## src/logic/aud_cfg.svh

```systemverilog
`ifndef AUD_CFG_SVH
`define AUD_CFG_SVH

//////////////////////////////////////////////////////////////////////
// Sample and SRAM geometry
//////////////////////////////////////////////////////////////////////

`define AUD_SAMPLE_W        16          // Bits per left-channel sample
`define AUD_ADDR_W          20          // SRAM word address width

// Recording stops by itself once this many samples are stored
`define AUD_LIMIT_DEFAULT   20'd1024000

`define AUD_BUF_DEPTH       4           // Entries in the SRAM write buffer

//////////////////////////////////////////////////////////////////////
// AXI4-Lite register map, byte offsets
//////////////////////////////////////////////////////////////////////

`define AUD_REG_CMD         32'h0000_0000   // Write only, command code in [1:0]
`define AUD_REG_LIMIT       32'h0000_0004   // Read/write, sample limit
`define AUD_REG_STATUS      32'h0000_0008   // Read only, recorder status

`define AUD_RESP_OKAY       2'b00
`define AUD_RESP_SLVERR     2'b10

`endif

```

## src/logic/aud_pkg.sv

```systemverilog
`include "aud_cfg.svh"

package aud_pkg;

//////////////////////////////////////////////////////////////////////
// Recorder state and command codes
//////////////////////////////////////////////////////////////////////

typedef enum logic [2:0] {
    REC_IDLE    = 3'd0,
    REC_WAIT    = 3'd1,     // Waiting for the left half of a frame
    REC_CAPTURE = 3'd2,
    REC_PAUSE   = 3'd3,     // Frames are skipped
    REC_FINISH  = 3'd4
} rec_state_e;

typedef enum logic [1:0] {
    CMD_NONE  = 2'd0,
    CMD_START = 2'd1,
    CMD_PAUSE = 2'd2,       // Also resumes from pause
    CMD_STOP  = 2'd3
} rec_cmd_e;

//////////////////////////////////////////////////////////////////////
// Sample path and status
//////////////////////////////////////////////////////////////////////

typedef struct packed {
    logic                     valid;
    logic [`AUD_ADDR_W-1:0]   addr;
    logic [`AUD_SAMPLE_W-1:0] data;
} aud_sample_t;

typedef struct packed {
    rec_state_e             state;
    logic [`AUD_ADDR_W-1:0] count;      // Samples stored since start
    logic                   overrun;    // Sticky until the next start
} rec_status_t;

endpackage

```

## src/logic/aud_ctrl_regs.sv

```systemverilog
`timescale 1ns/10ps
`include "aud_cfg.svh"

module aud_ctrl_regs (
    input  logic                   i_clk,
    input  logic                   i_rst_n,
    // AXI4-Lite write
    input  logic                   i_awvalid,
    output logic                   o_awready,
    input  logic [31:0]            i_awaddr,
    input  logic                   i_wvalid,
    output logic                   o_wready,
    input  logic [31:0]            i_wdata,
    output logic                   o_bvalid,
    input  logic                   i_bready,
    output logic [1:0]             o_bresp,
    // AXI4-Lite read
    input  logic                   i_arvalid,
    output logic                   o_arready,
    input  logic [31:0]            i_araddr,
    output logic                   o_rvalid,
    input  logic                   i_rready,
    output logic [31:0]            o_rdata,
    output logic [1:0]             o_rresp,
    // Recorder side
    input  aud_pkg::rec_status_t   i_status,
    output aud_pkg::rec_cmd_e      o_cmd,
    output logic [`AUD_ADDR_W-1:0] o_limit
);

logic                   wr_fire;
logic                   rd_fire;
logic                   wr_is_cmd;
logic                   wr_is_limit;
logic                   rd_hit;
logic [31:0]            rd_value;
logic                   bvalid_r;
logic [1:0]             bresp_r;
logic                   rvalid_r;
logic [1:0]             rresp_r;
logic [31:0]            rdata_r;
logic [`AUD_ADDR_W-1:0] limit_r;
aud_pkg::rec_cmd_e      cmd_stage_r;
aud_pkg::rec_cmd_e      cmd_r;

// Address and data are taken together, one write outstanding
assign wr_fire   = i_awvalid && i_wvalid && !bvalid_r;
assign o_awready = wr_fire;
assign o_wready  = wr_fire;
assign o_bvalid  = bvalid_r;
assign o_bresp   = bresp_r;

assign o_arready = !rvalid_r;
assign rd_fire   = i_arvalid && !rvalid_r;
assign o_rvalid  = rvalid_r;
assign o_rresp   = rresp_r;
assign o_rdata   = rdata_r;

assign o_cmd   = cmd_r;
assign o_limit = limit_r;

assign wr_is_cmd   = (i_awaddr == `AUD_REG_CMD);
assign wr_is_limit = (i_awaddr == `AUD_REG_LIMIT);

//////////////////////////////////////////////////////////////////////
// Read decode
//////////////////////////////////////////////////////////////////////

always_comb begin
    rd_value = '0;
    rd_hit   = 1'b1;
    case (i_araddr)
        `AUD_REG_CMD:    rd_value = '0;                         // Write only
        `AUD_REG_LIMIT:  rd_value[`AUD_ADDR_W-1:0] = limit_r;
        `AUD_REG_STATUS: rd_value[$bits(aud_pkg::rec_status_t)-1:0] = i_status;
        default:         rd_hit = 1'b0;
    endcase
end

//////////////////////////////////////////////////////////////////////
// Channel and register state
//////////////////////////////////////////////////////////////////////

always_ff @(posedge i_clk) begin
    if (i_rst_n) begin
        bvalid_r    <= 1'b0;
        bresp_r     <= `AUD_RESP_OKAY;
        rvalid_r    <= 1'b0;
        rresp_r     <= `AUD_RESP_OKAY;
        limit_r     <= `AUD_LIMIT_DEFAULT;
        cmd_stage_r <= aud_pkg::CMD_NONE;
        cmd_r       <= aud_pkg::CMD_NONE;
    end
    else begin
        if (wr_fire) begin
            bvalid_r <= 1'b1;
            bresp_r  <= (wr_is_cmd || wr_is_limit) ? `AUD_RESP_OKAY : `AUD_RESP_SLVERR;
        end
        else if (i_bready) begin
            bvalid_r <= 1'b0;
        end
        if (wr_fire && wr_is_limit) begin
            limit_r <= i_wdata[`AUD_ADDR_W-1:0];
        end
        // Pulse lands one cycle after bvalid rises
        cmd_stage_r <= (wr_fire && wr_is_cmd) ? aud_pkg::rec_cmd_e'(i_wdata[1:0])
                                              : aud_pkg::CMD_NONE;
        cmd_r       <= cmd_stage_r;
        if (rd_fire) begin
            rvalid_r <= 1'b1;
            rresp_r  <= rd_hit ? `AUD_RESP_OKAY : `AUD_RESP_SLVERR;
        end
        else if (i_rready) begin
            rvalid_r <= 1'b0;
        end
    end
end

always_ff @(posedge i_clk) begin
    if (rd_fire) begin
        rdata_r <= rd_value;
    end
end

endmodule

```

## src/logic/aud_recorder.sv

```systemverilog
`timescale 1ns/10ps
`include "aud_cfg.svh"

module aud_recorder (
    input  logic                   i_clk,
    input  logic                   i_rst_n,
    input  logic                   i_lrc,
    input  logic                   i_data,
    input  aud_pkg::rec_cmd_e      i_cmd,
    input  logic [`AUD_ADDR_W-1:0] i_limit,
    output aud_pkg::aud_sample_t   o_sample,
    output aud_pkg::rec_state_e    o_state,
    output logic [`AUD_ADDR_W-1:0] o_count
);

localparam int BIT_W = $clog2(`AUD_SAMPLE_W);

aud_pkg::rec_state_e      state_r, state_w;
aud_pkg::aud_sample_t     sample_r, sample_w;
logic [`AUD_ADDR_W-1:0]   address_r, address_w;
logic [`AUD_ADDR_W-1:0]   address_inc;
logic [`AUD_SAMPLE_W-1:0] shift_r, shift_w;
logic [BIT_W-1:0]         counter_r, counter_w;
logic                     lrc_r;
logic                     pend_pause_r, pend_pause_w;
logic                     pend_stop_r, pend_stop_w;
logic                     lrc_fall;
logic                     cmd_open;
logic                     last_bit;

assign o_sample = sample_r;
assign o_state  = state_r;
assign o_count  = address_r;          // Address doubles as stored count

assign lrc_fall    = lrc_r && !i_lrc;     // First MSB edge of the left half
assign cmd_open    = (state_r == aud_pkg::REC_WAIT) || (state_r == aud_pkg::REC_PAUSE) || i_lrc;
assign last_bit    = (counter_r == BIT_W'(`AUD_SAMPLE_W - 1));
assign address_inc = address_r + 1'b1;

//////////////////////////////////////////////////////////////////////
// Next-state logic
//////////////////////////////////////////////////////////////////////

always_comb begin
    state_w        = state_r;
    address_w      = address_r;
    shift_w        = shift_r;
    counter_w      = counter_r;
    pend_pause_w   = pend_pause_r;
    pend_stop_w    = pend_stop_r;
    sample_w       = sample_r;
    sample_w.valid = 1'b0;

    // Pause and stop are held until the next frame boundary
    if (cmd_open) begin
        if (i_cmd == aud_pkg::CMD_PAUSE) begin
            pend_pause_w = 1'b1;
        end
        if (i_cmd == aud_pkg::CMD_STOP) begin
            pend_stop_w = 1'b1;
        end
    end

    case (state_r)
        aud_pkg::REC_IDLE: begin
            pend_pause_w = 1'b0;
            pend_stop_w  = 1'b0;
            if (i_cmd == aud_pkg::CMD_START) begin
                address_w = '0;
                state_w   = aud_pkg::REC_WAIT;
            end
        end
        aud_pkg::REC_WAIT: begin
            if (lrc_fall) begin
                if (pend_stop_w) begin
                    state_w = aud_pkg::REC_FINISH;
                end
                else if (pend_pause_w) begin
                    pend_pause_w = 1'b0;
                    state_w      = aud_pkg::REC_PAUSE;
                end
                else begin
                    shift_w   = {shift_r[`AUD_SAMPLE_W-2:0], i_data};   // MSB
                    counter_w = BIT_W'(1);
                    state_w   = aud_pkg::REC_CAPTURE;
                end
            end
        end
        aud_pkg::REC_CAPTURE: begin
            if (i_lrc) begin
                counter_w = '0;                       // Short frame, drop partial word
                state_w   = aud_pkg::REC_WAIT;
            end
            else if (last_bit) begin
                sample_w.valid = 1'b1;
                sample_w.addr  = address_r;
                sample_w.data  = {shift_r[`AUD_SAMPLE_W-2:0], i_data};
                address_w      = address_inc;
                counter_w      = '0;
                state_w        = (address_inc >= i_limit) ? aud_pkg::REC_FINISH
                                                          : aud_pkg::REC_WAIT;
            end
            else begin
                shift_w   = {shift_r[`AUD_SAMPLE_W-2:0], i_data};
                counter_w = counter_r + 1'b1;
            end
        end
        aud_pkg::REC_PAUSE: begin
            if (lrc_fall) begin
                if (pend_stop_w) begin
                    state_w = aud_pkg::REC_FINISH;
                end
                else if (pend_pause_w) begin
                    // Resume straight into this frame at the next address
                    pend_pause_w = 1'b0;
                    shift_w      = {shift_r[`AUD_SAMPLE_W-2:0], i_data};
                    counter_w    = BIT_W'(1);
                    state_w      = aud_pkg::REC_CAPTURE;
                end
            end
        end
        aud_pkg::REC_FINISH: begin
            pend_pause_w = 1'b0;
            pend_stop_w  = 1'b0;
            state_w      = aud_pkg::REC_IDLE;
        end
        default: begin
            state_w = aud_pkg::REC_IDLE;
        end
    endcase
end

//////////////////////////////////////////////////////////////////////
// Registers
//////////////////////////////////////////////////////////////////////

always_ff @(posedge i_clk) begin
    if (i_rst_n) begin
        state_r        <= aud_pkg::REC_IDLE;
        address_r      <= '0;
        counter_r      <= '0;
        lrc_r          <= 1'b0;
        pend_pause_r   <= 1'b0;
        pend_stop_r    <= 1'b0;
        sample_r.valid <= 1'b0;
    end
    else begin
        state_r        <= state_w;
        address_r      <= address_w;
        counter_r      <= counter_w;
        lrc_r          <= i_lrc;
        pend_pause_r   <= pend_pause_w;
        pend_stop_r    <= pend_stop_w;
        sample_r       <= sample_w;
    end
end

always_ff @(posedge i_clk) begin
    shift_r <= shift_w;
end

endmodule

```

## src/logic/aud_sram_writer.sv

```systemverilog
`timescale 1ns/10ps
`include "aud_cfg.svh"

module aud_sram_writer (
    input  logic                     i_clk,
    input  logic                     i_rst_n,
    input  aud_pkg::aud_sample_t     i_sample,
    input  logic                     i_clear_overrun,
    input  logic                     i_sram_wait,
    output logic                     o_sram_we,
    output logic [`AUD_ADDR_W-1:0]   o_sram_addr,
    output logic [`AUD_SAMPLE_W-1:0] o_sram_data,
    output logic                     o_overrun
);

localparam int DEPTH = `AUD_BUF_DEPTH;
localparam int PTR_W = $clog2(DEPTH);
localparam int CNT_W = PTR_W + 1;

logic [`AUD_ADDR_W-1:0]   buf_addr [DEPTH];
logic [`AUD_SAMPLE_W-1:0] buf_data [DEPTH];
logic [PTR_W-1:0]         wr_ptr_r, rd_ptr_r;
logic [CNT_W-1:0]         level_r;
logic                     overrun_r;
logic                     pop;
logic                     push;

// Oldest entry goes out whenever the SRAM is not stalling
assign pop  = (level_r != '0) && !i_sram_wait;
assign push = i_sample.valid && ((level_r != CNT_W'(DEPTH)) || pop);

assign o_sram_we   = pop;
assign o_sram_addr = buf_addr[rd_ptr_r];
assign o_sram_data = buf_data[rd_ptr_r];
assign o_overrun   = overrun_r;

//////////////////////////////////////////////////////////////////////
// Pointers, fill level and overrun flag
//////////////////////////////////////////////////////////////////////

always_ff @(posedge i_clk) begin
    if (i_rst_n) begin
        wr_ptr_r  <= '0;
        rd_ptr_r  <= '0;
        level_r   <= '0;
        overrun_r <= 1'b0;
    end
    else begin
        if (push) begin
            wr_ptr_r <= wr_ptr_r + 1'b1;    // Depth is a power of two
        end
        if (pop) begin
            rd_ptr_r <= rd_ptr_r + 1'b1;
        end
        level_r <= level_r + CNT_W'(push) - CNT_W'(pop);
        if (i_clear_overrun) begin
            overrun_r <= 1'b0;
        end
        if (i_sample.valid && !push) begin
            overrun_r <= 1'b1;              // Sample lost on a full buffer
        end
    end
end

always_ff @(posedge i_clk) begin
    if (push) begin
        buf_addr[wr_ptr_r] <= i_sample.addr;
        buf_data[wr_ptr_r] <= i_sample.data;
    end
end

endmodule

```

## src/logic/aud_rec_top.sv

```systemverilog
`timescale 1ns/10ps
`include "aud_cfg.svh"

module aud_rec_top (
    input  logic                     i_clk,
    input  logic                     i_rst_n,
    input  logic                     i_awvalid,
    output logic                     o_awready,
    input  logic [31:0]              i_awaddr,
    input  logic                     i_wvalid,
    output logic                     o_wready,
    input  logic [31:0]              i_wdata,
    output logic                     o_bvalid,
    input  logic                     i_bready,
    output logic [1:0]               o_bresp,
    input  logic                     i_arvalid,
    output logic                     o_arready,
    input  logic [31:0]              i_araddr,
    output logic                     o_rvalid,
    input  logic                     i_rready,
    output logic [31:0]              o_rdata,
    output logic [1:0]               o_rresp,
    input  logic                     i_lrc,
    input  logic                     i_data,
    input  logic                     i_sram_wait,
    output logic                     o_sram_we,
    output logic [`AUD_ADDR_W-1:0]   o_sram_addr,
    output logic [`AUD_SAMPLE_W-1:0] o_sram_data
);

aud_pkg::rec_cmd_e      cmd;
aud_pkg::rec_state_e    rec_state;
aud_pkg::rec_status_t   status;
aud_pkg::aud_sample_t   sample;
logic [`AUD_ADDR_W-1:0] limit;
logic [`AUD_ADDR_W-1:0] count;
logic                   overrun;

assign status.state   = rec_state;
assign status.count   = count;
assign status.overrun = overrun;

aud_ctrl_regs u_regs (
    .i_clk     (i_clk),
    .i_rst_n   (i_rst_n),
    .i_awvalid (i_awvalid),
    .o_awready (o_awready),
    .i_awaddr  (i_awaddr),
    .i_wvalid  (i_wvalid),
    .o_wready  (o_wready),
    .i_wdata   (i_wdata),
    .o_bvalid  (o_bvalid),
    .i_bready  (i_bready),
    .o_bresp   (o_bresp),
    .i_arvalid (i_arvalid),
    .o_arready (o_arready),
    .i_araddr  (i_araddr),
    .o_rvalid  (o_rvalid),
    .i_rready  (i_rready),
    .o_rdata   (o_rdata),
    .o_rresp   (o_rresp),
    .i_status  (status),
    .o_cmd     (cmd),
    .o_limit   (limit)
);

aud_recorder u_recorder (
    .i_clk    (i_clk),
    .i_rst_n  (i_rst_n),
    .i_lrc    (i_lrc),
    .i_data   (i_data),
    .i_cmd    (cmd),
    .i_limit  (limit),
    .o_sample (sample),
    .o_state  (rec_state),
    .o_count  (count)
);

aud_sram_writer u_writer (
    .i_clk           (i_clk),
    .i_rst_n         (i_rst_n),
    .i_sample        (sample),
    .i_clear_overrun (cmd == aud_pkg::CMD_START),     // New recording clears overrun
    .i_sram_wait     (i_sram_wait),
    .o_sram_we       (o_sram_we),
    .o_sram_addr     (o_sram_addr),
    .o_sram_data     (o_sram_data),
    .o_overrun       (overrun)
);

endmodule

```

## config.mk

```make
export PLATFORM = sky130hd
export DESIGN_NAME = aud_rec_top
export DESIGN_NICKNAME = d
export VERILOG_FILES = /design/src/logic/aud_pkg.sv /design/src/logic/aud_ctrl_regs.sv /design/src/logic/aud_recorder.sv /design/src/logic/aud_sram_writer.sv /design/src/logic/aud_rec_top.sv
export VERILOG_INCLUDE_DIRS = /design/src /design/src/logic
export SDC_FILE = /design/constraint.sdc
export NUM_CORES = 1
export LEC_CHECK = 0
export BUFFER_PORTS_ARGS = -buffer_cell sky130_fd_sc_hd__buf_2
export CORE_ASPECT_RATIO = 1.5
export CORE_MARGIN = 2
export CORE_UTILIZATION = 50
export CTS_CLUSTER_SIZE = 8
export DETAILED_ROUTE_END_ITERATION = 16
export PLACE_DENSITY = 0.71
export SLEW_MARGIN = 10
export SYNTH_ARGS = -nofsm -noshare
export SYNTH_HDL_FRONTEND = slang
export SYNTH_SLANG_ARGS = --single-unit
export TNS_END_PERCENT = 1
```

## constraint.sdc

```tcl
create_clock -name i_clk -period 3.1 [get_ports i_clk]
set_input_delay 0.465 -clock i_clk [delete_from_list [all_inputs] [get_ports i_clk]]
set_output_delay 0.465 -clock i_clk [all_outputs]
set_load 0.01 [all_outputs]
```

After elaboration in Yosys (flattened, before gate mapping)
Memories as Yosys holds them, arrays and structs flattened. A register that Yosys moved wholly into a read port is not among the register bits.
Index checks and enable logic that the tools add are counted.

operators by class
  add/subtract/negate cells = 6
  bitwise gates (word level) = 4
  multiplexer cells = 57
  order comparisons = 1
  eq/ne operators = 24
  reductions and logical operators = 38

operators by type and width
  cell                                                                      number
  15-bit two-way mux                                                        8
  20-bit one-hot mux with 2 select lines                                    2
  32-bit by 3-bit equality test with 1-bit output (second input constant)   2
  32-bit logical NOT                                                        2
  20-bit two-way mux                                                        3
  15-bit one-hot mux with 3 select lines                                    1
  37-bit two-way mux                                                        1
  32-bit by 4-bit equality test with 1-bit output (second input constant)   1
  4-bit two-way mux                                                         8
  3-bit two-way mux                                                         9
  20-bit by 1-bit adder with 20-bit output (second input constant)          1
  20-bit >= comparator                                                      1
  1-bit two-way mux                                                         16
  2-bit two-way mux                                                         6
  2-bit inequality test (second input constant)                             6
  3-bit one-hot mux with 4 select lines                                     1
  4-bit one-hot mux with 3 select lines                                     1
  1-bit logical AND                                                         9
  9-bit AND reduction                                                       1
  3-bit OR reduction                                                        3
  2-bit by 1-bit inequality test with 1-bit output (second input constant)  4
  4-bit AND reduction                                                       2
  2-bit nonzero test                                                        4
  7-bit AND reduction                                                       1
  20 further kinds                                                          37

storage, ports and cells
  output and inout port bits = 78
  memories = 2
  memory bits (writable) = 144
  input port bits = 106
  logic and storage cells = 155
  flip-flop bits (word level) = 144

memory list
  name               words  width  rd ports  clocked after Yosys merged registers in  wr ports  line                   source
  u_writer.buf_addr  4      20     1         1                                        1         aud_sram_writer.sv:20  logic [`AUD_ADDR_W-1:0] buf_addr [DEPTH];
  u_writer.buf_data  4      16     1         1                                        1         aud_sram_writer.sv:21  logic [`AUD_SAMPLE_W-1:0] buf_data [DEPTH];

Logic depth before layout (Yosys ltp)
  depth in word-level cells = 8
  mapped depth = 13
  depth with buffers taken out = 12

By module
A second synthesis with hierarchy kept.

second synthesis, totals
  cells, all modules = 816
  area, all modules = 12,197.9 sq um

modules (own cells, without submodules)
  module           area each (sq um)  instances  cells each
  aud_sram_writer  5,766.8            1          242
  aud_recorder     3,865.0            1          345
  aud_ctrl_regs    2,552.4            1          228
  aud_rec_top      13.8               1          1

Least setup slack after synthesis
OpenSTA, ideal clock, no wires.

  path kind = register to register
  start = reg u_recorder.address_r[0], in the netlist u_recorder.o_count[0]
  end = reg u_recorder.state_r[2], in the netlist u_recorder.o_state[2]
  data required time = 2.984 ns
  clock period less this slack = 2.704 ns
  stages on the path, launching flop included = 11
  arrival = 2.587 ns
  setup slack = 0.396 ns
  cell sequence = dfxtp_1 -> nand2_1 -> nor4_2 -> and3_1 -> xor2_1 -> ha_1 -> and3_1 -> a221o_1 -> a221oi_1 -> nand3b_1 -> o211a_1

between the ends
  longest elaborated chain between the ends = 6

RTL lines
  item                                      line                 source
  from (decl)                               aud_recorder.sv:20   logic [`AUD_ADDR_W-1:0] address_r, address_w;
  from (signal assigned)                    aud_recorder.sv:149  address_r <= address_w;
  20-bit by 1-bit adder with 20-bit output  aud_recorder.sv:38   assign address_inc = address_r + 1'b1;
  20-bit >= comparator                      aud_recorder.sv:100  state_w = (address_inc >= i_limit) ? aud_pkg::REC_FINISH
  3-bit two-way mux                         aud_recorder.sv:100
  3-bit two-way mux                         aud_recorder.sv:94   else if (last_bit) begin
  3-bit two-way mux                         aud_recorder.sv:90   if (i_lrc) begin
  3-bit one-hot mux with 4 select lines     aud_recorder.sv:64   case (state_r)
  to (signal assigned)                      aud_recorder.sv:139  state_r <= aud_pkg::REC_IDLE;
  to (signal assigned)                      aud_recorder.sv:148  state_r <= state_w;
  to (decl)                                 aud_recorder.sv:18   aud_pkg::rec_state_e state_r, state_w;

Every way passes these cells. The select of a mux whose other input is x is not followed.
A chain may end at the register's enable or synchronous reset.

Final worst setup path
  start = reg u_recorder.address_r[1], in the netlist u_recorder.o_count[1]
  end = reg u_recorder.state_r[2], in the netlist u_recorder.o_state[2]

The elaborated chain is that of the path after synthesis.

==> metrics.csv <==
stage,metric,value,unit
timing,worstMarginPinSlew,0.7137,ns
logic_synthesis,synth_edf_count,219,
logic_synthesis,yosys.cell_types.count,69,
logic_synthesis,netlist_instances,764,
logic_synthesis,ys_seq_area_share,68.45,%
route,routed-wl-met2,12580,um
clock_tree,post_cts_buffers,0,
logic_synthesis,synth-xor-area-share,1.797,%
pwr,leakagePower,5.601,nW
critical_path,rr_startpoint,u_recorder.o_count[1],
logic_synthesis,synth_warnings,0,
route,routedWlPerCell,18.08,um
die,rows,68,
timing,fin_ws,0.2116,ns
grt,grt_first_pass_wirelength,36070,um
die,dieArea,0.02451,mm2
timing,fin_tns_setup,0,ns
layout,syn_to_final_growth,21.60,%
timing,finalHoldViolations,0,
clock_tree,post_cts_resized,0,
timing,fin_crit,2.888,ns
die,die_w,128.5,um
clock_tree,postCtsHoldBufs,0,
route,postRouteAntennaNets,0,
timing,fmax,0.3462,GHz
worst_hold_path,worstHoldPathType,input port to flop,
grt,gr-total-overflow,0,
pwr,ir_drop,0.3638,mV
layout,final_cell_mix,"219 x edfxtp_1, 161 x buf_2, 65 x dfxtp_1",
run_status,outcome,completed,
route,drt_wl_total,23140,um
logic_synthesis,syn_area,0.01162,mm2
logic_synthesis,synth_compound_area_share,5.866,%
logic_synthesis,synth_top_family_by_area,simple AND/OR/NAND/NOR gates,
clock_tree,clk_latency,0.52,ns
worst_hold_path,hp-start,i_rready,
grt,grt_max_degree,37,
layout,layout-drive-gt1-share,30.40,%
placement,port_buffers,161,
logic_synthesis,async_reset_ff_share,0,%
layout,fin_cells,1280,
route,highest_layer,met4,
critical_path,crit_arrival,3.29,ns
logic_synthesis,synth_fa_ha_area_share,3.186,%
critical_path,worst-path-max-fanout,6,
logic_synthesis,synth-simple-area-share,9.224,%
route,vias_per_cell,5.438,
route,wl_met1,8674,um
route,drt_first_iter_violations,488,
route,vias,6961,
layout,n_fill_cell,1783,
layout,final_common_cell,edfxtp_1,
logic_synthesis,avgSynthCellArea,15.22,um2
grt,antenna_found_initial,0,
route,drc,0,
clock_tree,cts_root_buf,clkbuf_16,
clock_tree,clkTransAtPathRegs,0.05,ns
clock_tree,cts_tree,yes,
route,route.met3.wl,1180,um
timing,final.period_utilization,93.17,%
timing,timing.clock.skew,0.01667,ns
placement,dp_slack,0.1031,ns
route,drt_first_pass_iters,5,
critical_path,cp-startpoint,u_recorder.o_count[1],
timing,slew_viol_final,0,
placement,place_inst,1211,
critical_path,critical_path_required,3.50,ns
clock_tree,htreeDepth,2,
grt,grt_usage,18.95,%
clock_tree,clock_path_buffers,3,
pwr,powerDensity,637.1,mW/mm2
logic_synthesis,synth-seq-cells,288,
timing,setup_viol,0,
logic_synthesis,synth.area.mux_share,8.438,%
placement,dp_hpwl,15520,um
grt,grt_pass1_vias,7189,
clock_tree,cts_made_buffers,41,
die,start_util,50.60,%
timing,holdWs,0.1283,ns
critical_path,end_kind,flop,
placement,place.gp.congestion,0.8783,
layout,nets,1109,
clock_tree,cts_sinks,288,
critical_path,crit_type,flop to flop,
timing,maxSlewHeadroom,52.10,%
run,drv_cap,0,
die,dieHeight,190.7,um
die,io_pins,184,
logic_synthesis,ys.flop_type,edfxtp_1,
layout,antenna_cells,0,
critical_path,worst_setup_path_start_kind,flop,
die,core_area,0.02297,mm2
==> kinds of logic (layout without fill, tap and decap cells) <==
group | count (synthesis) | after routing
other | 1 | 10
DFF | 288 | 288
muxes | 53 | 53
buffers and inverters | 75 | 302
adders and majority gates | 29 | 29
and+or+nand+nor | 194 | 194
AOI/OAI and AO/OA | 101 | 101
xor gates and xnor gates | 23 | 23
==> worst max-delay path, stage by stage, from the launching register on <==
cell and delay, ns:
dfxtp_2 0.38, ha_1 0.21, nand3_1 0.19, nor4_2 0.34, xor2_1 0.23, ha_1 0.27
a21o_1 0.16, a221o_1 0.35, a221oi_2 0.27, buf_4 0.18, nand3b_1 0.09, o211a_1 0.13
==> routing by layer <==
layer  up-vias  track usage (%)
met1      3362            21.22
li1       3323                -
met5         -                0
met3        42            2.862
met4         0            7.525
met2       234            35.70
==> path summary, 6_finish.rpt <==
| check | endpoint | slack (ns) | cells after the start |
|---|---|---|---|
| worst min register to register | u_recorder.o_sample[15] | 0.42 | 0 |
| worst max-delay path | u_recorder.o_state[2] | 0.21 | 11 |
| worst max register to register | u_recorder.o_state[2] | 0.21 | 11 |
| worst min-delay path | u_regs.o_rvalid | 0.13 | 2 |
==> cell type report <==
type                    instances  area [um2]  share of cell area [%]
flip-flops and latches        288        7963                   56.33
multi-input cells             410        3402                   24.07
repair buffers                200        1136                   8.037
clock buffers                  66        1120                   7.922
well taps                     280       350.3                   2.478
inverters                      33       123.9                  0.8763
clock inverters                 3       41.29                  0.2921
==> stage by stage <==
| step | utilization (%) | power [mW] | cell area (um2) |
|---|---|---|---|
| 6_report | 61.54 | 9.006 | 14140 |
| 5_1_grt | 61.54 | 9.322 | 14140 |
| 4_1_cts | 61.35 | 9.117 | 14090 |
| 3_5_place_dp | 56.30 | 5.111 | 12930 |
| 3_3_place_gp | 56.30 | 5.106 | 12930 |
| 2_1_floorplan | - | 4.853 | 11660 |
==> synth_stat cells, types with 15 or more instances <==
master / instances / share of area, %
dfxtp_1: 69 / 12
nand2_1: 19 / 0.61
nor3_1: 16 / 0.69
mux4_2: 36 / 7.0
a21oi_1: 28 / 1.2
nor2_1: 63 / 2.0
mux2i_1: 17 / 1.5
nor4_1: 20 / 1.1
ha_1: 28 / 3.0
clkbuf_1: 15 / 0.48
edfxtp_1: 219 / 57
inv_1: 32 / 1.0
a22o_1: 24 / 1.8
==> flip-flops by register name (all words and copies together) (netlist names), 3 cells and up, named ones only <==
name,count
u_regs.o_rdata,24
u_recorder.o_state,3
u_writer.level_r,3
u_writer.buf_data,64
u_recorder.o_sample,37
u_writer.buf_addr,80
u_regs.o_limit,20
u_recorder.counter_r,4
u_recorder.o_count,20
u_recorder.shift_r,15
==> report_power, final <==
group          total, mW  switching [mW]  internal [mW]
sequential          4.21          0.0388           4.17
clock               3.99            1.54           2.45
combinational      0.806           0.395          0.411
Note: power is estimated with default switching activity, not from simulation.
